--- src/pcap_replay_pkg.sv ---
// Packet capture and replay engine: shared widths, port numbers, memory layout and FSM states
package pcap_replay_pkg;

  localparam int TDATA_W              = 64;
  localparam int TKEEP_W              = 8;
  localparam int TUSER_W              = 64;
  localparam int MEM_ADDR_W           = 6;
  localparam int FIFO_DEPTH_W         = 3;
  localparam int FIFO_DEPTH           = 1 << FIFO_DEPTH_W;
  // free slots below this count as nearly full, covers the in-flight read
  localparam int FIFO_NEARLY_FULL_GAP = 2;
  localparam int COUNT_W              = 16;

  // port fields inside the user word
  localparam int SRC_PORT_LSB = 16;
  localparam int DST_PORT_LSB = 24;

  typedef logic [TDATA_W-1:0]      tdata_t;
  typedef logic [TKEEP_W-1:0]      tkeep_t;
  typedef logic [TUSER_W-1:0]      tuser_t;
  typedef logic [MEM_ADDR_W-1:0]   mem_addr_t;
  typedef logic [COUNT_W-1:0]      count_t;
  typedef logic [7:0]              port_t;
  typedef logic [FIFO_DEPTH_W-1:0] fifo_ptr_t;
  typedef logic [FIFO_DEPTH_W:0]   fifo_cnt_t;

  localparam port_t CAPTURE_SRC_PORT = 8'h02;
  localparam port_t TX_DST_PORT      = 8'h01;

  // memory word from the top: done, valid, tlast, tuser, tkeep, tdata
  localparam int MEM_TKEEP_LSB = TDATA_W;
  localparam int MEM_TUSER_LSB = MEM_TKEEP_LSB + TKEEP_W;
  localparam int MEM_TLAST_POS = MEM_TUSER_LSB + TUSER_W;
  localparam int MEM_VALID_POS = MEM_TLAST_POS + 1;
  localparam int MEM_DONE_POS  = MEM_VALID_POS + 1;
  localparam int MEM_WORD_W    = MEM_DONE_POS + 1;

  typedef logic [MEM_WORD_W-1:0] mem_word_t;

  // highest occupancy at which the FIFO still accepts new reads
  localparam fifo_cnt_t FIFO_READY_MAX = fifo_cnt_t'(FIFO_DEPTH - FIFO_NEARLY_FULL_GAP);

  typedef enum logic {WR_IDLE, WR_CAPTURE} wr_state_e;
  typedef enum logic {RD_IDLE, RD_READ} rd_state_e;
  typedef enum logic {TX_IDLE, TX_SEND} tx_state_e;

endpackage

--- src/pcap_beat_if.sv ---
// Stream beat link between the replay reader, the replay FIFO and the transmit stage
`timescale 1ns/1ns

interface pcap_beat_if;

  pcap_replay_pkg::tdata_t tdata;
  pcap_replay_pkg::tkeep_t tkeep;
  pcap_replay_pkg::tuser_t tuser;
  logic                    tlast;
  logic                    valid;
  logic                    ready;

  modport src (
    output tdata, tkeep, tuser, tlast, valid,
    input  ready
  );

  modport dst (
    input  tdata, tkeep, tuser, tlast, valid,
    output ready
  );

endinterface

--- src/pcap_tx_stage.sv ---
// Transmit stage: frames replayed packets onto the output stream and rewrites the port fields
`timescale 1ns/1ns

module pcap_tx_stage (
  input  logic                    axis_aclk,
  input  logic                    axis_aresetn,
  input  logic                    m_axis_tready,
  pcap_beat_if.dst                beat,
  output pcap_replay_pkg::tdata_t m_axis_tdata,
  output pcap_replay_pkg::tkeep_t m_axis_tkeep,
  output pcap_replay_pkg::tuser_t m_axis_tuser,
  output logic                    m_axis_tlast,
  output logic                    m_axis_tvalid
);

  pcap_replay_pkg::tx_state_e state, state_next;
  pcap_replay_pkg::tuser_t    tuser_rw;
  logic                       move;

  // upper half kept, ports replaced, low 16 bits cleared
  always_comb begin
    tuser_rw = beat.tuser;
    tuser_rw[pcap_replay_pkg::SRC_PORT_LSB-1:0]  = '0;
    tuser_rw[pcap_replay_pkg::SRC_PORT_LSB +: 8] = pcap_replay_pkg::CAPTURE_SRC_PORT;
    tuser_rw[pcap_replay_pkg::DST_PORT_LSB +: 8] = pcap_replay_pkg::TX_DST_PORT;
  end

  assign move       = (state == pcap_replay_pkg::TX_SEND) && beat.valid && m_axis_tready;
  assign beat.ready = move;

  always_comb begin
    state_next    = state;
    m_axis_tdata  = '0;
    m_axis_tkeep  = '0;
    m_axis_tuser  = '0;
    m_axis_tlast  = 1'b0;
    m_axis_tvalid = 1'b0;
    case (state)
      pcap_replay_pkg::TX_IDLE: begin
        if (m_axis_tready && beat.valid) begin
          state_next = pcap_replay_pkg::TX_SEND;
        end
      end
      pcap_replay_pkg::TX_SEND: begin
        m_axis_tdata  = beat.tdata;
        m_axis_tkeep  = beat.tkeep;
        m_axis_tuser  = tuser_rw;
        m_axis_tlast  = beat.tlast;
        m_axis_tvalid = beat.valid;
        // back to idle once the packet end leaves
        if (move && beat.tlast) begin
          state_next = pcap_replay_pkg::TX_IDLE;
        end
      end
    endcase
  end

  always_ff @(posedge axis_aclk) begin
    if (!axis_aresetn) begin
      state <= pcap_replay_pkg::TX_IDLE;
    end else begin
      state <= state_next;
    end
  end

endmodule

--- src/flat_wrapper.sv ---
// flat-port wrapper written by rule: the top's interface ports become plain ports
module pcap_tx_stage_flat 
  (axis_aclk, axis_aresetn, m_axis_tready, m_axis_tdata, m_axis_tkeep, m_axis_tuser, m_axis_tlast, m_axis_tvalid, beat_tdata, beat_tkeep, beat_tuser, beat_tlast, beat_valid, beat_ready);
  pcap_beat_if beat_i ();
  input  logic axis_aclk;
  input  logic axis_aresetn;
  input  logic m_axis_tready;
  output pcap_replay_pkg::tdata_t m_axis_tdata;
  output pcap_replay_pkg::tkeep_t m_axis_tkeep;
  output pcap_replay_pkg::tuser_t m_axis_tuser;
  output logic m_axis_tlast;
  output logic m_axis_tvalid;
  input wire logic [$bits(beat_i.tdata)-1:0] beat_tdata;
  input wire logic [$bits(beat_i.tkeep)-1:0] beat_tkeep;
  input wire logic [$bits(beat_i.tuser)-1:0] beat_tuser;
  input wire logic [$bits(beat_i.tlast)-1:0] beat_tlast;
  input wire logic [$bits(beat_i.valid)-1:0] beat_valid;
  output wire logic [$bits(beat_i.ready)-1:0] beat_ready;
  assign beat_i.tdata = beat_tdata;
  assign beat_i.tkeep = beat_tkeep;
  assign beat_i.tuser = beat_tuser;
  assign beat_i.tlast = beat_tlast;
  assign beat_i.valid = beat_valid;
  assign beat_ready = beat_i.ready;
  pcap_tx_stage u_core (.axis_aclk(axis_aclk), .axis_aresetn(axis_aresetn), .m_axis_tready(m_axis_tready), .beat(beat_i), .m_axis_tdata(m_axis_tdata), .m_axis_tkeep(m_axis_tkeep), .m_axis_tuser(m_axis_tuser), .m_axis_tlast(m_axis_tlast), .m_axis_tvalid(m_axis_tvalid));
endmodule
--- config.mk ---
export PLATFORM = sky130hd
export DESIGN_NAME = pcap_tx_stage_flat
export DESIGN_NICKNAME = d
export VERILOG_FILES = /design/src/pcap_replay_pkg.sv /design/src/pcap_beat_if.sv /design/src/pcap_tx_stage.sv /design/src/flat_wrapper.sv
export SDC_FILE = /design/constraint.sdc
export NUM_CORES = 1
export LEC_CHECK = 0
export ABC_CLOCK_PERIOD_IN_PS = 1050
export BUFFER_PORTS_ARGS = -buffer_cell sky130_fd_sc_hd__buf_4
export CORE_AREA = 2 2 109 111
export CTS_CLUSTER_SIZE = 25
export DETAILED_ROUTE_END_ITERATION = 16
export DIE_AREA = 0 0 111 113
export GPL_TIMING_DRIVEN = 0
export SLEW_MARGIN = 40
export SYNTH_ARGS = -nofsm -noshare
export SYNTH_HDL_FRONTEND = slang
export SYNTH_SLANG_ARGS = --single-unit
--- constraint.sdc ---
create_clock -name axis_aclk -period 1.05 [get_ports axis_aclk]
set_input_delay 0 -clock axis_aclk [delete_from_list [all_inputs] [get_ports axis_aclk]]
set_output_delay 0 -clock axis_aclk [all_outputs]
set_load 0.01 [all_outputs]
==> results.toml <==
[status]
status = "completed"

[power_and_ir_drop]
p_sw_frac = 0.364
clock_power_share = 0
p_comb_frac = 0.954
vdd_drop_max_mv = 0.140
cellLeakagePower_nw = 1.76
sequentialPowerShare = 0.046
power.internal_mw = 0.704
powerDensity_nw_per_um2 = 374
p_switching_mw = 0.403

[synthesis]
synth_area_um2 = 1020
yosys.area.top_type = "and2_1"
synth-edff-count = 0
async_flop_share = 0
syn_avg_cell_area_um2 = 6.57
ys.flop_type = "dfxtp_1"
synth-seq-cells = 1
ys_types = 12
synth_top_area_share = 0.645
synth.yosys.warnings = 0
yosysMostFrequentCell = "and2_1"
synthTopCellsByCount = "105 x and2_1, 32 x buf_4, 8 x buf_2"
ys_seq_area_frac = 0.0197
yosys-top-cells-area = "and2_1 64%, buf_4 24%, buf_2 3.9%, dfxtp_1 2.0%, a311oi_2 1.5%"
netlist_instances = 155

[timing]
rsz0062_at_grt = "yes"
whs_ns = 0.239
setup_viol = 0
fin_crit_ns = 1.00
finalHoldViolCount = 0
fin_skew_ns = 0
drv_slew = 0
fmax_ghz = 0.998
period_share = 0.954

[global_route]
grt_pass1_wl_um = 8570
grt-ovfl-total = 0
grt_pass1_vias = 1750
grt_usage = 0.0811
grt_max_degree = 11
grt_antenna_before_repair = 0

[floorplan]
start_util = 0.0904
io_pins = 280
die_w_um = 111
dieArea_um2 = 12500
core-area_um2 = 11300
die_y_um = 113
row_count = 39

[layout]
largest_reg_flops = 1
drive_above_1_share = 0.657
antennaDiodeCount = 0
fin_util = 0.262
area_delta_synth_final_pct = 190
nets = 545
regMostFlops = "u_core.state"
largest_registers = "u_core.state (1)"

[critical_path]
r2r-start = "u_core.state"
startpoint = "u_core.state"
path_class = "reg2reg"
endpoint_kind = "register"
critPathMaxFanout = 10
start_kind = "register"
path_cells = "buf_8 > and2_4 > a311oi_2"
crit_required_ns = 0.94
cp_slowest_cell = "dfxtp_4"
worstPathArrival_ns = 0.89
slowest_delay_ns = 0.37
reg2regPathDepth = 3

[clock_tree]
clkTransAtPathRegs_ns = 0
clock_latency_ns = 0
cts_hold_buf = 0

[routing]
vias = 1799
drt_iter0_drc = 13
vias_per_cell = 3.30
drtAntennaViolNets = 0
wirelength_um = 5800
drt-wirelength-per-cell_um = 10.6
drc_errors = 0
firstDrtPassIters = 4

[worst_hold_path]
hp-start = "m_axis_tready"
hold_depth = 2
hp-class = "in2reg"

[place]
numPortBuffers = 217
place_hpwl_um = 5360
place.gp.congestion = 0.798

[run]
cap_violations = 0
## placed cells by master, fill, tap and decap left out, drive strengths merged
master | netlist | final
and2 | 106 | 106
a311oi | 1 | 1
clkbuf | 2 | 2
buf | 41 | 259
inv | 1 | 1
conb | 1 | 30
dfxtp | 1 | 1
and3 | 1 | 1
a21oi | 1 | 1
## path summary, 6_finish.rpt
path | endpoint | slack [ns]
min | u_core.state | 0.24
max | u_core.state | 0.05
min reg2reg | u_core.state | 0.78
max reg2reg | u_core.state | 0.05
## worst max-delay path: cells and delay by family (launching register included)
| kind | cells | cell delay (ns) |
|---|---|---|
| and+or+nand+nor | 1 | 0.15 |
| buffers and inverters | 1 | 0.15 |
| DFF | 1 | 0.37 |
| AOI/OAI and AO/OA | 1 | 0.22 |
## layout make-up
cell class	instances	area, um^2
fill	1224	8310
timing repair buffer	218	1640
inverter	1	3.75
buffer	43	310
multi-input combinational	139	805
tap	143	179
sequential	1	23.8
## power by group through the flow
stage	combinational [mW]	sequential (mW)	clock, mW
2_1_floorplan	0.428	0.0466	0
3_3_place_gp	1.04	0.0539	0
3_5_place_dp	1.05	0.0536	0
4_1_cts	1.06	0.0524	0
5_1_grt	1.15	0.0534	0
6_report	1.06	0.0511	0
## repair_timing
item	in CTS	in global routing
setup endpoints to repair	108	28
pin swaps	1	1
setup buffers	1	0
gates cloned	0	0
resized for setup	3	7
endpoints found under the hold margin	0	0
## cells by family after synthesis
family	after synthesis	synth area share
compound gates	2	0.0196
buf+inv	44	0.297
flops	1	0.0197
other cells	1	0.00368
simple gates	107	0.660
## routing by layer
metal	routed length, um	vias up	part of all wire	track usage
li1	-	891	-	-
met1	1980	782	0.34	0.0890
met2	3140	126	0.54	0.166
met3	671	0	0.12	0.0198
met4	0	0	0	0
met5	0	-	0	0
## stage by stage
step	TNS (ns)	setup WS, ns	total power, mW	area, um^2	instances
floorplan	0	0.0855	0.475	1130	184
global placement	-19.79	-0.311	1.10	2940	544
detailed placement	-19.92	-0.321	1.11	2940	544
CTS	-0.00858	-0.00858	1.11	2950	545
global route	-0.00591	-0.00591	1.20	2960	545
finish	0	0.0485	1.11	2960	545
Power figures use the tool's default switching activity.
