==> src/pcap_replay_pkg.sv <==
// Packet capture and replay engine: shared widths, port numbers, memory layout and FSM states
package pcap_replay_pkg;

  localparam int TDATA_W              = 64;
  localparam int TKEEP_W              = 8;
  localparam int TUSER_W              = 64;
  localparam int MEM_ADDR_W           = 6;
  localparam int FIFO_DEPTH_W         = 3;
  localparam int FIFO_DEPTH           = 1 << FIFO_DEPTH_W;
  // free slots below this count as nearly full, covers the in-flight read
  localparam int FIFO_NEARLY_FULL_GAP = 2;
  localparam int COUNT_W              = 16;

  // port fields inside the user word
  localparam int SRC_PORT_LSB = 16;
  localparam int DST_PORT_LSB = 24;

  typedef logic [TDATA_W-1:0]      tdata_t;
  typedef logic [TKEEP_W-1:0]      tkeep_t;
  typedef logic [TUSER_W-1:0]      tuser_t;
  typedef logic [MEM_ADDR_W-1:0]   mem_addr_t;
  typedef logic [COUNT_W-1:0]      count_t;
  typedef logic [7:0]              port_t;
  typedef logic [FIFO_DEPTH_W-1:0] fifo_ptr_t;
  typedef logic [FIFO_DEPTH_W:0]   fifo_cnt_t;

  localparam port_t CAPTURE_SRC_PORT = 8'h02;
  localparam port_t TX_DST_PORT      = 8'h01;

  // memory word from the top: done, valid, tlast, tuser, tkeep, tdata
  localparam int MEM_TKEEP_LSB = TDATA_W;
  localparam int MEM_TUSER_LSB = MEM_TKEEP_LSB + TKEEP_W;
  localparam int MEM_TLAST_POS = MEM_TUSER_LSB + TUSER_W;
  localparam int MEM_VALID_POS = MEM_TLAST_POS + 1;
  localparam int MEM_DONE_POS  = MEM_VALID_POS + 1;
  localparam int MEM_WORD_W    = MEM_DONE_POS + 1;

  typedef logic [MEM_WORD_W-1:0] mem_word_t;

  // highest occupancy at which the FIFO still accepts new reads
  localparam fifo_cnt_t FIFO_READY_MAX = fifo_cnt_t'(FIFO_DEPTH - FIFO_NEARLY_FULL_GAP);

  typedef enum logic {WR_IDLE, WR_CAPTURE} wr_state_e;
  typedef enum logic {RD_IDLE, RD_READ} rd_state_e;
  typedef enum logic {TX_IDLE, TX_SEND} tx_state_e;

endpackage

==> src/pcap_beat_if.sv <==
// Stream beat link between the replay reader, the replay FIFO and the transmit stage
`timescale 1ns/1ns

interface pcap_beat_if;

  pcap_replay_pkg::tdata_t tdata;
  pcap_replay_pkg::tkeep_t tkeep;
  pcap_replay_pkg::tuser_t tuser;
  logic                    tlast;
  logic                    valid;
  logic                    ready;

  modport src (
    output tdata, tkeep, tuser, tlast, valid,
    input  ready
  );

  modport dst (
    input  tdata, tkeep, tuser, tlast, valid,
    output ready
  );

endinterface

==> src/replay_fifo.sv <==
// Replay FIFO: small fall-through buffer with a nearly-full level toward the reader
`timescale 1ns/1ns

module replay_fifo (
  input  logic     axis_aclk,
  input  logic     axis_aresetn,
  pcap_beat_if.dst wr_side,
  pcap_beat_if.src rd_side
);

  pcap_replay_pkg::tdata_t    tdata_mem [pcap_replay_pkg::FIFO_DEPTH];
  pcap_replay_pkg::tkeep_t    tkeep_mem [pcap_replay_pkg::FIFO_DEPTH];
  pcap_replay_pkg::tuser_t    tuser_mem [pcap_replay_pkg::FIFO_DEPTH];
  logic                       tlast_mem [pcap_replay_pkg::FIFO_DEPTH];
  pcap_replay_pkg::fifo_ptr_t wr_ptr;
  pcap_replay_pkg::fifo_ptr_t rd_ptr;
  pcap_replay_pkg::fifo_cnt_t count;
  logic                       push;
  logic                       pop;

  assign push = wr_side.valid;
  assign pop  = rd_side.valid && rd_side.ready;

  always_ff @(posedge axis_aclk) begin
    if (push) begin
      tdata_mem[wr_ptr] <= wr_side.tdata;
      tkeep_mem[wr_ptr] <= wr_side.tkeep;
      tuser_mem[wr_ptr] <= wr_side.tuser;
      tlast_mem[wr_ptr] <= wr_side.tlast;
    end
  end

  always_ff @(posedge axis_aclk) begin
    if (!axis_aresetn) begin
      wr_ptr <= '0;
      rd_ptr <= '0;
      count  <= '0;
    end else begin
      if (push) begin
        wr_ptr <= wr_ptr + pcap_replay_pkg::fifo_ptr_t'(1);
      end
      if (pop) begin
        rd_ptr <= rd_ptr + pcap_replay_pkg::fifo_ptr_t'(1);
      end
      case ({push, pop})
        2'b10:   count <= count + pcap_replay_pkg::fifo_cnt_t'(1);
        2'b01:   count <= count - pcap_replay_pkg::fifo_cnt_t'(1);
        default: count <= count;
      endcase
    end
  end

  // ready is advance warning, not a per-beat acknowledge
  assign wr_side.ready = (count <= pcap_replay_pkg::FIFO_READY_MAX);

  // head beat shows while not empty
  assign rd_side.valid = (count != '0);
  assign rd_side.tdata = tdata_mem[rd_ptr];
  assign rd_side.tkeep = tkeep_mem[rd_ptr];
  assign rd_side.tuser = tuser_mem[rd_ptr];
  assign rd_side.tlast = tlast_mem[rd_ptr];

endmodule

==> src/flat_wrapper.sv <==
// flat-port wrapper written by rule: the top's interface ports become plain ports
module replay_fifo_flat 
  (axis_aclk, axis_aresetn, wr_side_tdata, wr_side_tkeep, wr_side_tuser, wr_side_tlast, wr_side_valid, wr_side_ready, rd_side_tdata, rd_side_tkeep, rd_side_tuser, rd_side_tlast, rd_side_valid, rd_side_ready);
  pcap_beat_if wr_side_i ();
  pcap_beat_if rd_side_i ();
  input  logic axis_aclk;
  input  logic axis_aresetn;
  input wire logic [$bits(wr_side_i.tdata)-1:0] wr_side_tdata;
  input wire logic [$bits(wr_side_i.tkeep)-1:0] wr_side_tkeep;
  input wire logic [$bits(wr_side_i.tuser)-1:0] wr_side_tuser;
  input wire logic [$bits(wr_side_i.tlast)-1:0] wr_side_tlast;
  input wire logic [$bits(wr_side_i.valid)-1:0] wr_side_valid;
  output wire logic [$bits(wr_side_i.ready)-1:0] wr_side_ready;
  output wire logic [$bits(rd_side_i.tdata)-1:0] rd_side_tdata;
  output wire logic [$bits(rd_side_i.tkeep)-1:0] rd_side_tkeep;
  output wire logic [$bits(rd_side_i.tuser)-1:0] rd_side_tuser;
  output wire logic [$bits(rd_side_i.tlast)-1:0] rd_side_tlast;
  output wire logic [$bits(rd_side_i.valid)-1:0] rd_side_valid;
  input wire logic [$bits(rd_side_i.ready)-1:0] rd_side_ready;
  assign wr_side_i.tdata = wr_side_tdata;
  assign wr_side_i.tkeep = wr_side_tkeep;
  assign wr_side_i.tuser = wr_side_tuser;
  assign wr_side_i.tlast = wr_side_tlast;
  assign wr_side_i.valid = wr_side_valid;
  assign wr_side_ready = wr_side_i.ready;
  assign rd_side_tdata = rd_side_i.tdata;
  assign rd_side_tkeep = rd_side_i.tkeep;
  assign rd_side_tuser = rd_side_i.tuser;
  assign rd_side_tlast = rd_side_i.tlast;
  assign rd_side_valid = rd_side_i.valid;
  assign rd_side_i.ready = rd_side_ready;
  replay_fifo u_core (.axis_aclk(axis_aclk), .axis_aresetn(axis_aresetn), .wr_side(wr_side_i), .rd_side(rd_side_i));
endmodule
==> config.mk <==
export PLATFORM = sky130hd
export DESIGN_NAME = replay_fifo_flat
export DESIGN_NICKNAME = d
export VERILOG_FILES = /design/src/pcap_replay_pkg.sv /design/src/pcap_beat_if.sv /design/src/replay_fifo.sv /design/src/flat_wrapper.sv
export SDC_FILE = /design/constraint.sdc
export NUM_CORES = 1
export LEC_CHECK = 0
export BUFFER_PORTS_ARGS = -buffer_cell sky130_fd_sc_hd__buf_2
export CAP_MARGIN = 10
export CORE_ASPECT_RATIO = 1.5
export CORE_MARGIN = 2
export CORE_UTILIZATION = 30
export CTS_CLUSTER_DIAMETER = 50
export DETAILED_ROUTE_END_ITERATION = 12
export MAX_ROUTING_LAYER = met4
export PLACE_DENSITY = 0.49
export SYNTH_ARGS = -nofsm -noshare
export SYNTH_HDL_FRONTEND = slang
export SYNTH_SLANG_ARGS = --single-unit
==> constraint.sdc <==
create_clock -name axis_aclk -period 11.8 [get_ports axis_aclk]
set_clock_uncertainty 0.2 [all_clocks]
set_input_delay 0.59 -clock axis_aclk [delete_from_list [all_inputs] [get_ports axis_aclk]]
set_output_delay 0.59 -clock axis_aclk [all_outputs]
set_load 0.02 [all_outputs]
==> results of run 1 <==
-- state kept, by name (all words and copies together), names as in the netlist, named ones only --
signal / cells
u_core.tdata_mem: 512
u_core.tuser_mem: 512
u_core.tkeep_mem: 64
u_core.tlast_mem: 8
u_core.count: 4
u_core.rd_ptr: 3
u_core.wr_ptr: 3
-- critical path, cell delays in order, from the launching register on --
cell,delay (ps)
dfxtp_4,950
buf_4,600
buf_4,940
mux4_2,600
mux2_2,300
buf_2,170
-- synth_stat cells --
library cell	number
a21boi_0	3
a21o_1	1
a21oi_1	1
a31oi_1	2
and2_1	5
buf_1	18
buf_2	5
buf_6	29
clkbuf_1	26
dfxtp_1	13
edfxtp_1	1096
ha_1	5
inv_1	2
mux2_2	137
mux2i_1	3
mux4_2	274
nand2_1	8
nand2b_1	4
nand3_1	3
nand3b_1	1
nor2_1	6
nor2b_1	2
nor3_1	3
o21ai_0	2
or3_1	1
or4_1	1
xnor2_1	4
xor2_1	2
-- logic make-up after synthesis --
group,synth area share [%]
AO/OA/AOI/OAI,0.138
buffers and inverters,1.25
AND/OR/NAND/NOR,0.413
flip-flops,79.4
adder cells (fa/ha/maj),0.150
multiplexers,18.5
XOR/XNOR,0.126
-- power groups by stage --
| stage | combinational [µW] | sequential [µW] | clock, µW |
|---|---|---|---|
| final | 1960 | 4510 | 3500 |
| after global routing | 2130 | 4520 | 3760 |
| after CTS | 2030 | 4510 | 3620 |
| after detailed placement | 1980 | 4600 | 0 |
| after global placement | 1960 | 4590 | 0 |
| after floorplan | 1560 | 4540 | 0 |
-- cell type report --
cell class	count	share of cell area, %
Antenna cell	11	0.0546
Clock buffer	139	6.01
Clock inverter	75	1.28
Inverter	2	0.0149
Multi-Input combinational cell	468	16.1
Sequential cell	1109	65.8
Tap cell	1859	4.61
Timing Repair Buffer	450	6.11
-- per-layer routing --
| metal | track usage [%] | share of wire [%] | up-vias | wire length, µm |
|---|---|---|---|---|
| met2 | 22.7 | 51 | 441 | 47100 |
| li1 | - | - | 8134 | - |
| met3 | 2.87 | 5.4 | 136 | 5050 |
| met4 | 4.50 | 2.2 | 0 | 2010 |
| met1 | 16.0 | 42 | 10100 | 38600 |
| met5 | - | 0 | - | 0 |
-- stage by stage --
| stage | total power [µW] | utilization (%) | setup WS (ps) | hold WS [ps] | std cells |
|---|---|---|---|---|---|
| after floorplan | 6110 | - | 857 | 250 | 1657 |
| after global placement | 6550 | 32.8 | 7130 | 262 | 3748 |
| after CTS | 10200 | 36.5 | 6280 | 282 | 4102 |
| final | 9970 | 36.5 | 6560 | 282 | 4113 |
| after detailed placement | 6580 | 32.8 | 7100 | 272 | 3748 |
| after global routing | 10400 | 36.5 | 6110 | 328 | 4113 |
-- worst min-delay path by stage --
stage                     start         endpoint  slack [ps]  cells after the start
3_5_place_dp    u_core.count[3]  u_core.count[3]         270                      2
6_report        u_core.count[3]  u_core.count[3]         280                      2
4_1_cts         u_core.count[3]  u_core.count[3]         280                      2
3_3_place_gp    u_core.count[3]  u_core.count[3]         260                      2
2_1_floorplan   u_core.count[3]  u_core.count[3]         250                      2
5_1_grt        u_core.rd_ptr[1]        flip-flop         330                      2
==> flow_metrics.py, run 1 <==
metrics = {
    "outcome": {
        "status": "complete, no violations",
    },
    "clocking": {
        "insertion_delay_ps": 720,
        "clk_pin_slew_ps": 60,
        "cts.path.max_buffers": 3,
        "htreeDepth": 3,
        "cts_hold_buf": 140,
        "cts_resized": 0,
        "cts.sinks": 1109,
        "cts_buffers": 113,
        "cts_tree": "built",
        "cts_setup_buffers": 0,
        "cts_root_buf": "clkbuf_16",
    },
    "cells_and_area": {
        "final_cell_area_um2": 50400,
        "synthToLayoutAreaGrowth_pct": 20.7,
        "drive_above_1_share_pct": 40.2,
        "multi_input_area_um2": 8140,
        "fill_cells": 12700,
        "seq_area_um2": 33200,
        "layout.nets": 2290,
        "layout_commonest_cell": "edfxtp_1",
        "final_cell_mix": "edfxtp_1, buf_2, mux4_2",
    },
    "sta": {
        "report.final.slew_viol_count": 0,
        "finalCritPeriodShare_pct": 44.4,
        "rsz0062_at_grt": "false",
        "setup_tns_ps": 0,
        "setup_viol": 0,
        "min_period_ps": 5240,
        "final-hold-violation-count": 0,
        "relSlewSlack_pct": 27.0,
        "fmax_mhz": 191,
        "tightestPinTransition_ps": 1100,
    },
    "grt": {
        "grt_max_degree": 103,
        "track_usage_pct": 13.4,
        "grt_first_pass_wirelength_um": 136000,
        "overflow": 0,
        "first_global_vias": 20900,
        "antenna_found_initial": 11,
    },
    "route": {
        "drcViolationCount": 0,
        "via_per_inst": 4.57,
        "drt_iter0_drc": 1405,
        "routed_wl_um": 92700,
        "num_vias": 18800,
        "ant_nets": 0,
        "wl_per_cell_um": 22.5,
        "firstDrtPassIters": 5,
    },
    "pwr": {
        "powerDensity_nw_per_um2": 198,
        "p_leak_uw": 0.0158,
        "swShare_pct": 25.7,
        "p_comb_share_pct": 19.7,
        "clkPwrFrac_pct": 35.1,
        "switchingPower_uw": 2560,
        "ir_drop_v": 0.000169,
        "internal_power_uw": 7400,
        "pwr-share-seq_pct": 45.2,
    },
    "placed_design": {
        "place_area_um2": 45300,
        "portBuffers": 279,
        "hpwlAfterDp_um": 48000,
        "place_congestion": 0.675,
    },
    "floorplan": {
        "initial_core_util_pct": 30.3,
        "num_rows": 167,
        "core-area_um2": 138000,
        "fp.dieH_um": 461,
        "dieArea_um2": 142000,
        "die_w_um": 309,
        "ios": 280,
    },
    "critical_path": {
        "crit_path_max_fanout": 53,
        "critPathKind": "reg2out",
        "cp-start-kind": "flip-flop",
        "rrSetupSlack_ps": 8200,
        "timing.rr.end": "u_core.tdata_mem[1][36]",
        "r2r-start": "u_core.wr_ptr[0]",
        "r2r_cells": 4,
        "critPathCaptureType": "output pin",
        "cp.required_ps": 11010,
        "cp_data_arrival_time_ps": 4450,
        "crit_end": "rd_side_tdata[36]",
    },
    "logic_synthesis": {
        "synth_seq_cells": 1109,
        "yosys.area.top_type_share_pct": 78.8,
        "yosys_warnings": 0,
        "synthTopCellsByArea": "edfxtp_1, mux4_2, mux2_2",
        "yosysUniqueCellTypes": 28,
        "synthesis.nets": 1803,
        "avgSynthCellArea_um2": 25.2,
        "ys_seq_area_share_pct": 79.4,
        "syn-cell-area_um2": 41800,
        "synth_top_cell_by_area": "edfxtp_1",
        "syn-instance-count": 1657,
    },
    "run": {
        "max_cap_violations": 0,
    },
    "worst_hold_path": {
        "hold_class": "reg2reg",
    },
}
Note: power is estimated with default switching activity, not from simulation.
==> inputs of run 2 (changes only) <==
- clock period: 11.8 -> 5.2 ns (I/O delays scaled with it)
==> run 2 against run 1 <==
Hold slack worse by 150 ps. Critical path depth is 1 lower. First-iteration DRC count is 0.64% lower. Combinational power is 130% higher. Sequential share of layout area is 0.064 points lower. Highest routed layer unchanged.
==> flow_metrics.py, run 2 (synthesized netlist as in run 1, its figures left out) <==
metrics = {
    "route": {
        "wl_per_cell_um": 23.0,
        "drcViolationCount": 0,
        "ant_nets": 0,
        "routed_wl_um": 94300,
        "firstDrtPassIters": 5,
        "via_per_inst": 4.58,
        "num_vias": 18800,
        "drt_iter0_drc": 1396,
    },
    "cells_and_area": {
        "fill_cells": 12700,
        "drive_above_1_share_pct": 39.4,
        "reg_top3": "u_core.tdata_mem (512), u_core.tuser_mem (512), u_core.tkeep_mem (64)",
        "utilization_pct": 36.6,
        "synthToLayoutAreaGrowth_pct": 20.8,
        "multi_input_area_um2": 8160,
        "layout_commonest_cell": "edfxtp_1",
        "seq_area_um2": 33200,
        "final_cell_mix": "edfxtp_1, buf_2, mux4_2",
        "final_cell_area_um2": 50500,
        "layout.nets": 2291,
    },
    "grt": {
        "first_global_vias": 21100,
        "grt_first_pass_wirelength_um": 138000,
        "overflow": 0,
        "antenna_found_initial": 15,
        "grt_max_degree": 100,
        "track_usage_pct": 13.7,
    },
    "critical_path": {
        "crit_path_max_fanout": 99,
        "cp.required_ps": 4740,
        "critPathCaptureType": "output pin",
        "cp_data_arrival_time_ps": 3300,
        "critPathKind": "reg2out",
        "cp-start-kind": "flip-flop",
    },
    "floorplan": {
        "initial_core_util_pct": 30.3,
        "fp.dieH_um": 461,
        "num_rows": 167,
        "die_w_um": 309,
        "dieArea_um2": 142000,
        "core-area_um2": 138000,
        "ios": 280,
    },
    "pwr": {
        "powerDensity_nw_per_um2": 443,
        "finalPower_uw": 22400,
        "ir_drop_v": 0.000318,
        "p_leak_uw": 0.0157,
    },
    "placed_design": {
        "place_congestion": 0.683,
        "place_area_um2": 45600,
        "dp_slack_ps": 2060,
        "portBuffers": 279,
        "hpwlAfterDp_um": 48200,
    },
    "sta": {
        "final-hold-violation-count": 0,
        "hold_ws_ps": 130,
        "finalCritPeriodShare_pct": 72.4,
        "fin_ws_ps": 1440,
        "relSlewSlack_pct": 35.7,
        "min_period_ps": 3760,
        "setup_viol": 0,
        "rsz0062_at_grt": "false",
        "tightestPinTransition_ps": 962,
        "fmax_mhz": 266,
        "report.final.slew_viol_count": 0,
    },
    "clocking": {
        "cts_setup_buffers": 0,
        "cts_resized": 0,
        "htreeDepth": 3,
        "cts.sinks": 1109,
        "cts_buffers": 110,
        "cts.path.max_buffers": 3,
        "cts_hold_buf": 141,
        "clk_pin_slew_ps": 60,
        "cts_tree": "built",
        "insertion_delay_ps": 740,
        "cts_root_buf": "clkbuf_16",
    },
    "run": {
        "max_cap_violations": 0,
    },
    "worst_hold_path": {
        "hold_class": "in2reg",
    },
    "outcome": {
        "status": "complete, no violations",
    },
}
==> run 2: cell count changes in the layout (fill, tap and decap cells not counted), sizes merged <==
cell / previous run / this run
clkbuf: 139 / 133
buf: 310 / 313
clkinv: 51 / 46
diode: 11 / 14
dlygate4sd3: 140 / 141
clkinvlp: 7 / 2
bufinv: 8 / 7
==> run 2: path summary, 6_finish.rpt <==
kind / from / to / slack [ps] / depth (start not counted)
max: flip-flop / rd_side_tuser[32] / 1440 / 4
min: wr_side_tdata[30] / u_core.tdata_mem[2][30] / 130 / 2
max reg2reg: u_core.count[0] / u_core.count[2] / 2310 / 10
min reg2reg: u_core.count[3] / u_core.count[3] / 290 / 2
==> run 2: routing by layer <==
layer | part of all wire (%) | global-route usage (%) | vias up
met5 | 0 | - | -
li1 | - | - | 8123
met1 | 42 | 16.7 | 10100
met2 | 51 | 22.7 | 399
met3 | 5.1 | 2.94 | 127
met4 | 2.0 | 4.40 | 0
==> run 2: per-stage QoR <==
stage                     instances   TNS, ps
after floorplan                1657  -1891780
after global placement         3751         0
after detailed placement       3751         0
after CTS                      4089         0
after global routing           4103         0
final                          4103         0
==> run 2: cell type report <==
type | instances | area share [%]
Sequential cell | 1109 | 65.7
Clock inverter | 64 | 1.14
Multi-Input combinational cell | 468 | 16.2
Timing Repair Buffer | 454 | 6.64
Tap cell | 1859 | 4.61
Antenna cell | 14 | 0.0694
Clock buffer | 133 | 5.66
Inverter | 2 | 0.0149
==> run 2: critical path: stages (launching register included) <==
cell and delay, ps:
dfxtp_4 970, buf_12 530, mux4_2 410, mux2_2 280, buf_2 160
==> run 2: where the power goes <==
group / switching (µW) / internal [µW]
Clock: 3340 / 4270
Combinational: 2260 / 2260
Sequential: 192 / 10000
