<file path="config.mk">
export PLATFORM = sky130hd
export DESIGN_NAME = pcap_replay_reader_flat
export DESIGN_NICKNAME = d
export VERILOG_FILES = /design/src/pcap_replay_pkg.sv /design/src/pcap_beat_if.sv /design/src/pcap_replay_reader.sv /design/src/flat_wrapper.sv
export SDC_FILE = /design/constraint.sdc
export NUM_CORES = 1
export LEC_CHECK = 0
export ABC_AREA = 1
export BUFFER_PORTS_ARGS = -buffer_cell sky130_fd_sc_hd__buf_2
export CORE_AREA = 4 4 117 119
export DETAILED_ROUTE_END_ITERATION = 8
export DIE_AREA = 0 0 121 123
export PLACE_DENSITY = 0.58
export SLEW_MARGIN = 30
export SYNTH_ARGS = -nofsm -noshare
export SYNTH_HDL_FRONTEND = slang
export SYNTH_SLANG_ARGS = --single-unit
</file>
<file path="constraint.sdc">
create_clock -name axis_aclk -period 4.05 [get_ports axis_aclk]
set_input_delay 0.81 -clock axis_aclk [delete_from_list [all_inputs] [get_ports axis_aclk]]
set_output_delay 0.81 -clock axis_aclk [all_outputs]
set_load 0.01 [all_outputs]
</file>
<file path="src/pcap_replay_pkg.sv">
// Packet capture and replay engine: shared widths, port numbers, memory layout and FSM states
package pcap_replay_pkg;

  localparam int TDATA_W              = 64;
  localparam int TKEEP_W              = 8;
  localparam int TUSER_W              = 64;
  localparam int MEM_ADDR_W           = 6;
  localparam int FIFO_DEPTH_W         = 3;
  localparam int FIFO_DEPTH           = 1 << FIFO_DEPTH_W;
  // free slots below this count as nearly full, covers the in-flight read
  localparam int FIFO_NEARLY_FULL_GAP = 2;
  localparam int COUNT_W              = 16;

  // port fields inside the user word
  localparam int SRC_PORT_LSB = 16;
  localparam int DST_PORT_LSB = 24;

  typedef logic [TDATA_W-1:0]      tdata_t;
  typedef logic [TKEEP_W-1:0]      tkeep_t;
  typedef logic [TUSER_W-1:0]      tuser_t;
  typedef logic [MEM_ADDR_W-1:0]   mem_addr_t;
  typedef logic [COUNT_W-1:0]      count_t;
  typedef logic [7:0]              port_t;
  typedef logic [FIFO_DEPTH_W-1:0] fifo_ptr_t;
  typedef logic [FIFO_DEPTH_W:0]   fifo_cnt_t;

  localparam port_t CAPTURE_SRC_PORT = 8'h02;
  localparam port_t TX_DST_PORT      = 8'h01;

  // memory word from the top: done, valid, tlast, tuser, tkeep, tdata
  localparam int MEM_TKEEP_LSB = TDATA_W;
  localparam int MEM_TUSER_LSB = MEM_TKEEP_LSB + TKEEP_W;
  localparam int MEM_TLAST_POS = MEM_TUSER_LSB + TUSER_W;
  localparam int MEM_VALID_POS = MEM_TLAST_POS + 1;
  localparam int MEM_DONE_POS  = MEM_VALID_POS + 1;
  localparam int MEM_WORD_W    = MEM_DONE_POS + 1;

  typedef logic [MEM_WORD_W-1:0] mem_word_t;

  // highest occupancy at which the FIFO still accepts new reads
  localparam fifo_cnt_t FIFO_READY_MAX = fifo_cnt_t'(FIFO_DEPTH - FIFO_NEARLY_FULL_GAP);

  typedef enum logic {WR_IDLE, WR_CAPTURE} wr_state_e;
  typedef enum logic {RD_IDLE, RD_READ} rd_state_e;
  typedef enum logic {TX_IDLE, TX_SEND} tx_state_e;

endpackage

</file>
<file path="src/pcap_beat_if.sv">
// Stream beat link between the replay reader, the replay FIFO and the transmit stage
`timescale 1ns/1ns

interface pcap_beat_if;

  pcap_replay_pkg::tdata_t tdata;
  pcap_replay_pkg::tkeep_t tkeep;
  pcap_replay_pkg::tuser_t tuser;
  logic                    tlast;
  logic                    valid;
  logic                    ready;

  modport src (
    output tdata, tkeep, tuser, tlast, valid,
    input  ready
  );

  modport dst (
    input  tdata, tkeep, tuser, tlast, valid,
    output ready
  );

endinterface

</file>
<file path="src/pcap_replay_reader.sv">
// Replay reader: reads packet memory in passes up to the done marker and feeds the FIFO
`timescale 1ns/1ns

module pcap_replay_reader (
  input  logic                       axis_aclk,
  input  logic                       axis_aresetn,
  input  logic                       sw_rst,
  input  logic                       start,
  input  pcap_replay_pkg::count_t    replay_count,
  input  pcap_replay_pkg::mem_word_t rd_word,
  output pcap_replay_pkg::mem_addr_t rd_addr,
  output logic                       rd_en,
  pcap_beat_if.src                   beat
);

  pcap_replay_pkg::rd_state_e state;
  pcap_replay_pkg::count_t    pass_cnt;
  logic                       start_q;
  logic                       start_edge;
  logic                       ret_q;
  logic                       drop_q;
  logic                       live;
  logic                       done_hit;
  logic                       last_pass;

  // start edge, registered so it is seen one cycle late
  always_ff @(posedge axis_aclk) begin
    if (!axis_aresetn) begin
      start_q    <= 1'b0;
      start_edge <= 1'b0;
    end else begin
      start_q    <= start;
      start_edge <= start & ~start_q;
    end
  end

  // ret_q marks a word on rd_word this cycle, drop_q the read issued alongside a marker
  assign live      = ret_q && !drop_q;
  assign done_hit  = live && rd_word[pcap_replay_pkg::MEM_DONE_POS];
  assign last_pass = (pass_cnt + pcap_replay_pkg::count_t'(1)) >= replay_count;

  // no new read once the FIFO is nearly full
  assign rd_en = (state == pcap_replay_pkg::RD_READ) && beat.ready;

  always_ff @(posedge axis_aclk) begin
    if (!axis_aresetn || sw_rst) begin
      state    <= pcap_replay_pkg::RD_IDLE;
      rd_addr  <= pcap_replay_pkg::mem_addr_t'(1);
      pass_cnt <= '0;
      ret_q    <= 1'b0;
      drop_q   <= 1'b0;
    end else begin
      ret_q  <= rd_en;
      drop_q <= done_hit;
      case (state)
        pcap_replay_pkg::RD_IDLE: begin
          if (start_edge && (replay_count != '0)) begin
            state    <= pcap_replay_pkg::RD_READ;
            rd_addr  <= pcap_replay_pkg::mem_addr_t'(1);
            pass_cnt <= '0;
          end
        end
        pcap_replay_pkg::RD_READ: begin
          if (done_hit) begin
            // pass complete, rewind
            rd_addr <= pcap_replay_pkg::mem_addr_t'(1);
            if (last_pass) begin
              state    <= pcap_replay_pkg::RD_IDLE;
              pass_cnt <= '0;
            end else begin
              pass_cnt <= pass_cnt + pcap_replay_pkg::count_t'(1);
            end
          end else if (rd_en) begin
            rd_addr <= rd_addr + pcap_replay_pkg::mem_addr_t'(1);
          end
        end
      endcase
    end
  end

  // returned beats go straight into the FIFO
  assign beat.valid = live && rd_word[pcap_replay_pkg::MEM_VALID_POS];
  assign beat.tdata = rd_word[0 +: pcap_replay_pkg::TDATA_W];
  assign beat.tkeep = rd_word[pcap_replay_pkg::MEM_TKEEP_LSB +: pcap_replay_pkg::TKEEP_W];
  assign beat.tuser = rd_word[pcap_replay_pkg::MEM_TUSER_LSB +: pcap_replay_pkg::TUSER_W];
  assign beat.tlast = rd_word[pcap_replay_pkg::MEM_TLAST_POS];

endmodule

</file>
<file path="src/flat_wrapper.sv">
// flat-port wrapper written by rule: the top's interface ports become plain ports
module pcap_replay_reader_flat 
  (axis_aclk, axis_aresetn, sw_rst, start, replay_count, rd_word, rd_addr, rd_en, beat_tdata, beat_tkeep, beat_tuser, beat_tlast, beat_valid, beat_ready);
  pcap_beat_if beat_i ();
  input  logic axis_aclk;
  input  logic axis_aresetn;
  input  logic sw_rst;
  input  logic start;
  input  pcap_replay_pkg::count_t replay_count;
  input  pcap_replay_pkg::mem_word_t rd_word;
  output pcap_replay_pkg::mem_addr_t rd_addr;
  output logic rd_en;
  output wire logic [$bits(beat_i.tdata)-1:0] beat_tdata;
  output wire logic [$bits(beat_i.tkeep)-1:0] beat_tkeep;
  output wire logic [$bits(beat_i.tuser)-1:0] beat_tuser;
  output wire logic [$bits(beat_i.tlast)-1:0] beat_tlast;
  output wire logic [$bits(beat_i.valid)-1:0] beat_valid;
  input wire logic [$bits(beat_i.ready)-1:0] beat_ready;
  assign beat_tdata = beat_i.tdata;
  assign beat_tkeep = beat_i.tkeep;
  assign beat_tuser = beat_i.tuser;
  assign beat_tlast = beat_i.tlast;
  assign beat_valid = beat_i.valid;
  assign beat_i.ready = beat_ready;
  pcap_replay_reader u_core (.axis_aclk(axis_aclk), .axis_aresetn(axis_aresetn), .sw_rst(sw_rst), .start(start), .replay_count(replay_count), .rd_word(rd_word), .rd_addr(rd_addr), .rd_en(rd_en), .beat(beat_i));
endmodule
</file>
==> results of run 1 <==
-- worst max-delay path: cells and delay by family, from the launching register on --
kind / cells / cell delay [ns]
DFF: 1 / 0.40
adders and majority gates: 2 / 0.49
AOI/OAI and AO/OA: 1 / 0.07
and+or+nand+nor: 10 / 1.37
buffers and inverters: 1 / 0.05
-- cells by family (layout without fill, tap and decap cells) --
| group | Yosys count | in the layout | synth area share |
|---|---|---|---|
| DFF | 27 | 27 | 0.169 |
| buffers and inverters | 203 | 94 | 0.404 |
| adders and majority gates | 18 | 18 | 0.0704 |
| xor gates and xnor gates | 5 | 5 | 0.0137 |
| and+or+nand+nor | 186 | 186 | 0.277 |
| AOI/OAI and AO/OA | 38 | 38 | 0.0661 |
-- layer usage --
metal,part of all wire,GRT usage,up-vias
met2,0.50,0.164,94
met3,0.092,0.0270,48
li1,-,-,1141
met5,0,0,-
met1,0.36,0.103,971
met4,0.050,0.0517,0
-- worst max-delay path by stage --
stage	from	end	cells past startpoint
floorplan	u_core.pass_cnt[0]$_SDFFE_PP0P_	u_core.pass_cnt[8]$_SDFFE_PP0P_	15
global placement	u_core.pass_cnt[0]$_SDFFE_PP0P_	u_core.pass_cnt[13]$_SDFFE_PP0P_	14
detailed placement	u_core.pass_cnt[0]$_SDFFE_PP0P_	u_core.pass_cnt[1]$_SDFFE_PP0P_	14
CTS	u_core.pass_cnt[0]$_SDFFE_PP0P_	u_core.pass_cnt[13]$_SDFFE_PP0P_	14
global route	u_core.pass_cnt[0]$_SDFFE_PP0P_	u_core.pass_cnt[4]$_SDFFE_PP0P_	13
finish	u_core.pass_cnt[0]$_SDFFE_PP0P_	u_core.pass_cnt[13]$_SDFFE_PP0P_	14
-- synth_stat cells, drive strengths merged --
cell    number
a21o         1
a21oi       29
and3         1
buf        141
clkbuf       2
dfxtp       27
ha          18
inv         60
nand2       88
nand3       34
nand3b       1
nand4        8
nor2        48
nor3         4
nor4         1
o21a         1
o21ai        5
o21bai       2
or2          1
xnor2        1
xor2         4
-- final cells by class --
cell class	count	area, sq um	share of cell area
multi-input combinational	247	1370	0.530
clock inverter	1	7.51	0.00291
sequential	27	541	0.210
clock buffer	3	75.1	0.0291
timing repair buffer	30	150	0.0582
tap	172	215	0.0834
inverter	60	225	0.0873
-- power groups by stage --
stage          sequential (uW)  clock [uW]  combinational, uW
6_report                   268         235               49.3
5_1_grt                    268         253               57.6
4_1_cts                    268         243               51.0
3_5_place_dp               275           0               50.6
3_3_place_gp               275           0               50.9
2_1_floorplan              275           0                170
-- flip-flops by register name (all words and copies together), names as in the netlist --
register,count
u_core.start_q,1
u_core.pass_cnt,16
u_core.rd_addr,6
u_core.start_edge,1
u_core.drop_q,1
u_core.ret_q,1
u_core.state,1
-- stage by stage --
stage	cell area (sq um)	total power [uW]	std cells	setup WS, ns	util
final	2580	552	540	1.52	0.205
after global routing	2580	579	540	1.18	0.205
after CTS	2580	562	540	1.48	0.205
after detailed placement	2500	325	536	1.50	0.199
after global placement	2500	325	536	1.58	0.199
after floorplan	3200	444	477	1.83	-
==> results.cfg, run 1 <==
[status]
outcome = finished clean

[clock_network]
clk_latency_ns = 0.26
cts-buffers-inserted = 3
clockRootBuffer = clkbuf_16
cts_max_level = 1
cts_setup_buffers = 0
cts_tree = done
clkTransAtPathRegs_ns = 0.07
clkSinkCount = 27
cts.repair.resized = 0
clock_path_buffers = 2
cts_hold_buf = 0

[power]
vdd_drop_max_v = 0.000177
power_density_mw_per_mm2 = 214
power_frac_seq = 0.486
pwr-share-clk = 0.425
combPwrFrac = 0.089
switching_power_uw = 133
switching_share = 0.241
p_int_uw = 419
power_leakage_uw = 0.00122

[route]
num_vias = 2254
wl_um = 7190
avgViaCountPerCell = 4.17
ant_nets = 0
drc = 0
routedWlPerCell_um = 13.3
drt_iter0_drc = 80
drt_first_pass_iters = 4

[floorplanning]
core-area_sq_mm = 0.0126
rows = 41
die-width_um = 121
ioPinCount = 305
die-area_sq_mm = 0.0149
initial_core_util = 0.255
die_h_um = 123

[worst_setup_path]
cp_max_fo = 17
arrival_ns = 2.64
worst_setup_path_start_kind = flop
r2r_start = u_core.pass_cnt[0]$_SDFFE_PP0P_
end_kind = flop
cpPeakStageDelay_ns = 0.40
critical_path.slowest_cell = dfxtp_1
crit_chain = ha_1 > nand2_2 > nor2_4 > nand2_1 > nor2_1 > nand2_1 > nand2_1 > inv_1 > ha_1 > nand4_1 > nor3_1 > nand2_2 > nand3_1 > a21oi_1
r2r_slack_ns = 1.52
worstRegToRegCells = 14
required_ns = 4.16
critPathMostFrequentCell = nand2_1
r2r_end = u_core.pass_cnt[13]$_SDFFE_PP0P_
critPathKind = flop to flop

[timing]
worst_slew_pin_slew_ns = 0.834
drv_slew = 0
max_slew_margin = 0.443
rsz0062_at_grt = no
fin_skew_ns = 0.00587
fin_crit_sh = 0.624
report.final.setup_viol = 0
hold_viol = 0
hold_slack_ns = 0.384
setup_tns_ns = 0
post-route-min-period_ns = 2.53
fmax_mhz = 395

[global_routing]
grt_max_degree = 23
grt-ovfl-total = 0
grt_pass1_vias = 2190
antenna_found_initial = 0
grt_usage = 0.0939
grt_pass1_wl_um = 11300

[synth]
postSynthAreaPerCell_sq_um = 6.71
seq_area_frac_synth = 0.169
syn_inst = 477
ys_ff_latch = 27
syn-num-nets = 655
synth_area_leaders = buf_4 33%, dfxtp_1 17%, nand2_1 9.2%
syn-cell-area_sq_mm = 0.00320
synth_warnings = 0
synth_top_area_share = 0.326
synth_top_area_cell = buf_4
synth_cell_types = 32

[place]
gp_congestion = 0.805
hpwl_um = 5860
portBuffers = 30

[flow_run]
cap_violations = 0

[final_layout]
final_common_cell = nand2_1
fin_nets = 547
layout_common_cells = 78 x nand2_1, 58 x inv_1, 40 x nor2_1
fill_cells = 1438
area_growth_pct = -19.4
drive_above_1_share = 0.163
n_antenna_cell = 0

[hold_path]
whs_path_depth = 1
min_to = u_core.start_edge$_SDFF_PN0_
hp-start = u_core.start_q$_SDFF_PN0_
hold_path.class = flop to flop
Note: power is estimated with default switching activity, not from simulation.
==> run 2: changes to the inputs <==
--- a/config.mk
+++ b/config.mk
@@ -7,10 +7,10 @@
 export LEC_CHECK = 0
 export ABC_AREA = 1
 export BUFFER_PORTS_ARGS = -buffer_cell sky130_fd_sc_hd__buf_2
-export CORE_AREA = 4 4 117 119
+export CORE_AREA = 4 4 115 117
 export DETAILED_ROUTE_END_ITERATION = 8
-export DIE_AREA = 0 0 121 123
-export PLACE_DENSITY = 0.58
+export DIE_AREA = 0 0 119 121
+export PLACE_DENSITY = 0.6
 export SLEW_MARGIN = 30
 export SYNTH_ARGS = -nofsm -noshare
 export SYNTH_HDL_FRONTEND = slang
==> constraint.sdc (replaced) <==
create_clock -name axis_aclk -period 2.5 [get_ports axis_aclk]
set_input_delay 0.5 -clock axis_aclk [delete_from_list [all_inputs] [get_ports axis_aclk]]
set_output_delay 0.5 -clock axis_aclk [all_outputs]
set_load 0.01 [all_outputs]
==> results.cfg, run 2 (synthesis gave the netlist of run 1 again) <==
[status]
outcome = finished clean

[place]
pre_cts_slack_ns = -0.0331
gp_congestion = 0.824
hpwl_um = 7210
dp_cells = 544
portBuffers = 30

[timing]
drv_slew = 0
setup_ws_ns = 0.188
fin_crit_sh = 0.925
fin_skew_ns = 0.00204
hold_viol = 0
fmax_mhz = 432
post-route-min-period_ns = 2.31
report.final.setup_viol = 0
worst_slew_pin_slew_ns = 0.782
max_slew_margin = 0.478

[route]
drt_iter0_drc = 99
ant_nets = 0
drt_first_pass_iters = 4
avgViaCountPerCell = 4.19
num_vias = 2310
wl_um = 8700
drc = 0
routedWlPerCell_um = 15.8

[worst_setup_path]
critPathKind = flop to flop
arrival_ns = 2.43
required_ns = 2.61
worst_setup_path_start_kind = flop
end_kind = flop
cp_max_fo = 9

[final_layout]
fin_util = 0.221
fill_cells = 1409
fin_nets = 558
largest_reg_flops = 16
finalNonFillerCells = 551
multi_input_area_sq_mm = 0.00142
largest_register = u_core.pass_cnt
layout.area.seq_sq_um = 546
final_common_cell = nand2_1
reg.largest.list = u_core.pass_cnt (16), u_core.rd_addr (6)
n_antenna_cell = 0
layout_common_cells = 76 x nand2_1, 58 x inv_1, 38 x nor2_1
drive_above_1_share = 0.219
area_growth_pct = -14.5

[floorplanning]
rows = 41
ioPinCount = 305
die-width_um = 119
initial_core_util = 0.259
die_h_um = 121
core-area_sq_mm = 0.0124
die-area_sq_mm = 0.0144

[global_routing]
grt-ovfl-total = 0
grt_usage = 0.113
grt_max_degree = 23
grt_pass1_wl_um = 12700
antenna_found_initial = 0
grt_pass1_vias = 2235

[hold_path]
hold_path.class = flop to flop

[clock_network]
cts_tree = done
cts_max_level = 1
clockRootBuffer = clkbuf_16
clock_path_buffers = 2
clk_latency_ns = 0.26
clkSinkCount = 27
cts-buffers-inserted = 3
clkTransAtPathRegs_ns = 0.07

[power]
p_int_uw = 681
switching_share = 0.232
finalPower_uw = 886
combPwrFrac = 0.092
switching_power_uw = 206
pwr-share-clk = 0.417
power_frac_seq = 0.491
power_density_mw_per_mm2 = 324
vdd_drop_max_v = 0.000213
power_leakage_uw = 0.00129

[flow_run]
cap_violations = 0
[run 2: routing by layer]
| layer | vias to the layer above | part of all wire | global-route usage |
|---|---|---|---|
| met5 | - | 0 | 0 |
| met4 | 0 | 0.034 | 0.0434 |
| met1 | 988 | 0.31 | 0.103 |
| met2 | 131 | 0.48 | 0.192 |
| met3 | 34 | 0.17 | 0.0867 |
| li1 | 1157 | - | - |
[run 2: power by group through the flow]
stage	registers, uW	clock network [uW]	logic, uW
after floorplan	445	0	275
after global placement	445	0	82.7
after detailed placement	445	0	82.9
after CTS	435	387	83.2
after global routing	435	403	93.9
final	435	370	81.9
[run 2: timing repair]
| action | CTS | global route |
|---|---|---|
| hold buffers | 0 | 0 |
| pin swaps | 1 | 3 |
| setup buffers | 2 | 1 |
| setup endpoints to repair | 15 | 17 |
| gates resized for setup | 0 | 17 |
[run 2: area by class of cell]
cell class                 instances  share of cell area
clock buffer                       4              0.0288
inverter                          60              0.0823
multi-input combinational        247               0.519
sequential                        27               0.199
tap                              172              0.0786
timing repair buffer              41              0.0924
[run 2: worst paths after layout]
kind | from | to | slack [ns] | cells past startpoint
worst max-delay path | u_core.pass_cnt[0]$_SDFFE_PP0P_ | u_core.pass_cnt[1]$_SDFFE_PP0P_ | 0.19 | 15
worst min-delay path | u_core.start_q$_SDFF_PN0_ | u_core.start_edge$_SDFF_PN0_ | 0.39 | 1
worst max register to register | u_core.pass_cnt[0]$_SDFFE_PP0P_ | u_core.pass_cnt[1]$_SDFFE_PP0P_ | 0.19 | 15
worst min register to register | u_core.start_q$_SDFF_PN0_ | u_core.start_edge$_SDFF_PN0_ | 0.39 | 1
[run 2: through the flow]
step	instance area, sq um	hold WS, ns	TNS, ns
floorplan	3200	0.368	0
global placement	2570	0.371	0
detailed placement	2570	0.372	-0.142
CTS	2660	0.382	0
global route	2740	0.385	-0.0906
finish	2740	0.385	0
[run 2: critical path, cell delays in order, from the launching register on]
cell and delay, ns:
dfxtp_2 0.38, ha_4 0.15, nand2_2 0.09, nor2_4 0.14
nand2_2 0.09, nor2_2 0.10, nand2_1 0.06, nand2_2 0.08
inv_1 0.07, ha_4 0.27, nand4_1 0.13, nor3_2 0.22
nand2_2 0.10, buf_6 0.15, nand3b_1 0.08, a21oi_1 0.06
==> run 3: changes to the inputs <==
--- a/config.mk
+++ b/config.mk
@@ -10,7 +10,7 @@
 export CORE_AREA = 4 4 115 117
 export DETAILED_ROUTE_END_ITERATION = 8
 export DIE_AREA = 0 0 119 121
-export PLACE_DENSITY = 0.6
+export PLACE_DENSITY_LB_ADDON = 0.2
 export SLEW_MARGIN = 30
 export SYNTH_ARGS = -nofsm -noshare
 export SYNTH_HDL_FRONTEND = slang
==> results.cfg, run 3 (synthesis gave the netlist of run 1 again) <==
[power]
power_density_mw_per_mm2 = 330
switching_share = 0.250
vdd_drop_max_v = 0.000376
power_leakage_uw = 0.00130
switching_power_uw = 226
combPwrFrac = 0.092
p_int_uw = 677
pwr-share-clk = 0.428
power_frac_seq = 0.480

[global_routing]
grt_max_degree = 23
grt_pass1_vias = 2222
grt_pass1_wl_um = 12200
grt-ovfl-total = 0
grt_usage = 0.106
antenna_found_initial = 0

[place]
gp_congestion = 0.769
portBuffers = 30
place_area_sq_mm = 0.00260
hpwl_um = 6590
dp_cells = 546

[floorplanning]
die-area_sq_mm = 0.0144
ioPinCount = 305
die_h_um = 121
die-width_um = 119
rows = 41
core-area_sq_mm = 0.0124
initial_core_util = 0.259

[worst_setup_path]
critPathMostFrequentCell = nand2_2
path_depth = 15
end_kind = flop
critPathKind = flop to flop
arrival_ns = 2.45
worst_setup_path_start_kind = flop
worstRegToRegCells = 15
path_buf_inv = 2
critical_path.slowest_cell = dfxtp_2
required_ns = 2.61
cpPeakStageDelay_ns = 0.37
crit_chain = ha_4 > nand2_2 > nor2_4 > nand2_2 > nor2_1 > nand2_1 > nand2_1 > inv_1 > ha_1 > nand4_1 > nor3_2 > nand2_2 > buf_12 > nand3b_1 > a21oi_1
cp_max_fo = 17
crit_family = simple AND/OR/NAND/NOR gates

[route]
drc = 0
routedWlPerCell_um = 14.8
ant_nets = 0
drt_first_pass_iters = 4
drt_iter0_drc = 64
avgViaCountPerCell = 4.23
num_vias = 2330
wl_um = 8180

[final_layout]
fin_util = 0.221
n_antenna_cell = 0
area_growth_pct = -14.6
fin_area_sq_mm = 0.00273
reg.largest.list = u_core.pass_cnt (16), u_core.rd_addr (6)
layout_common_cells = 76 x nand2_1, 58 x inv_1, 39 x nor2_1
drive_above_1_share = 0.222
finalNonFillerCells = 551
final_common_cell = nand2_1
fin_nets = 558
largest_register = u_core.pass_cnt
fill_cells = 1400
largest_reg_flops = 16

[clock_network]
clockRootBuffer = clkbuf_16
cts-buffers-inserted = 3
cts_max_level = 1
clock_path_buffers = 2
clk_latency_ns = 0.27
clkTransAtPathRegs_ns = 0.07
cts_tree = done
clkSinkCount = 27

[timing]
hold_slack_ns = 0.382
fmax_mhz = 426
setup_tns_ns = 0
max_slew_margin = 0.411
worst_slew_pin_slew_ns = 0.883
hold_viol = 0
report.final.setup_viol = 0
drv_slew = 0
post-route-min-period_ns = 2.35
fin_crit_sh = 0.938
fin_skew_ns = 0.00709

[hold_path]
hold_path.class = flop to flop
whs_path_depth = 1

[flow_run]
cap_violations = 0

[status]
outcome = finished clean
[run 3: changes by cell type in the layout (fill, tap and decap cells not counted), sizes merged]
cell,change
clkinv,+1
clkbuf,-1
[run 3: final timing paths]
path,startpoint,end,slack (ns)
setup / recovery,u_core.pass_cnt[1]$_SDFFE_PP0P_,u_core.pass_cnt[1]$_SDFFE_PP0P_,0.15
hold / removal,u_core.start_q$_SDFF_PN0_,u_core.start_edge$_SDFF_PN0_,0.38
setup reg to reg,u_core.pass_cnt[1]$_SDFFE_PP0P_,u_core.pass_cnt[1]$_SDFFE_PP0P_,0.15
hold reg to reg,u_core.start_q$_SDFF_PN0_,u_core.start_edge$_SDFF_PN0_,0.38
[run 3: cell type report]
| type | instances | area [sq um] | share of cell area |
|---|---|---|---|
| tap | 172 | 215 | 0.0788 |
| clock buffer | 3 | 75.1 | 0.0275 |
| sequential | 27 | 551 | 0.201 |
| clock inverter | 1 | 5.00 | 0.00183 |
| timing repair buffer | 41 | 258 | 0.0943 |
| inverter | 60 | 225 | 0.0824 |
| multi-input combinational | 247 | 1400 | 0.514 |
[run 3: per-layer routing]
layer	share of wire	track usage	up-vias
met5	0	0	-
met4	0.027	0.0391	0
met3	0.10	0.0401	34
met2	0.49	0.184	122
met1	0.38	0.119	1020
li1	-	-	1154
[run 3: power groups by stage]
| stage | Sequential (uW) | Combinational [uW] | Clock (uW) |
|---|---|---|---|
| finish | 433 | 83.1 | 386 |
| detailed placement | 445 | 84.2 | 0 |
| floorplan | 445 | 275 | 0 |
| CTS | 435 | 84.7 | 399 |
| global placement | 445 | 84.0 | 0 |
| global route | 434 | 95.1 | 413 |
[run 3: timing repair]
item / CTS / global route
hold buffers: 0 / 0
buffers inserted: 0 / 1
setup endpoints to repair: 0 / 17
resized for setup: 0 / 16
[run 3: metrics by stage]
step / power (uW) / setup WS [ns]
after floorplan: 720 / 0.279
after global placement: 529 / 0.113
after detailed placement: 529 / 0.0396
after CTS: 919 / 0.0204
after global routing: 942 / -0.00325
final: 903 / 0.155
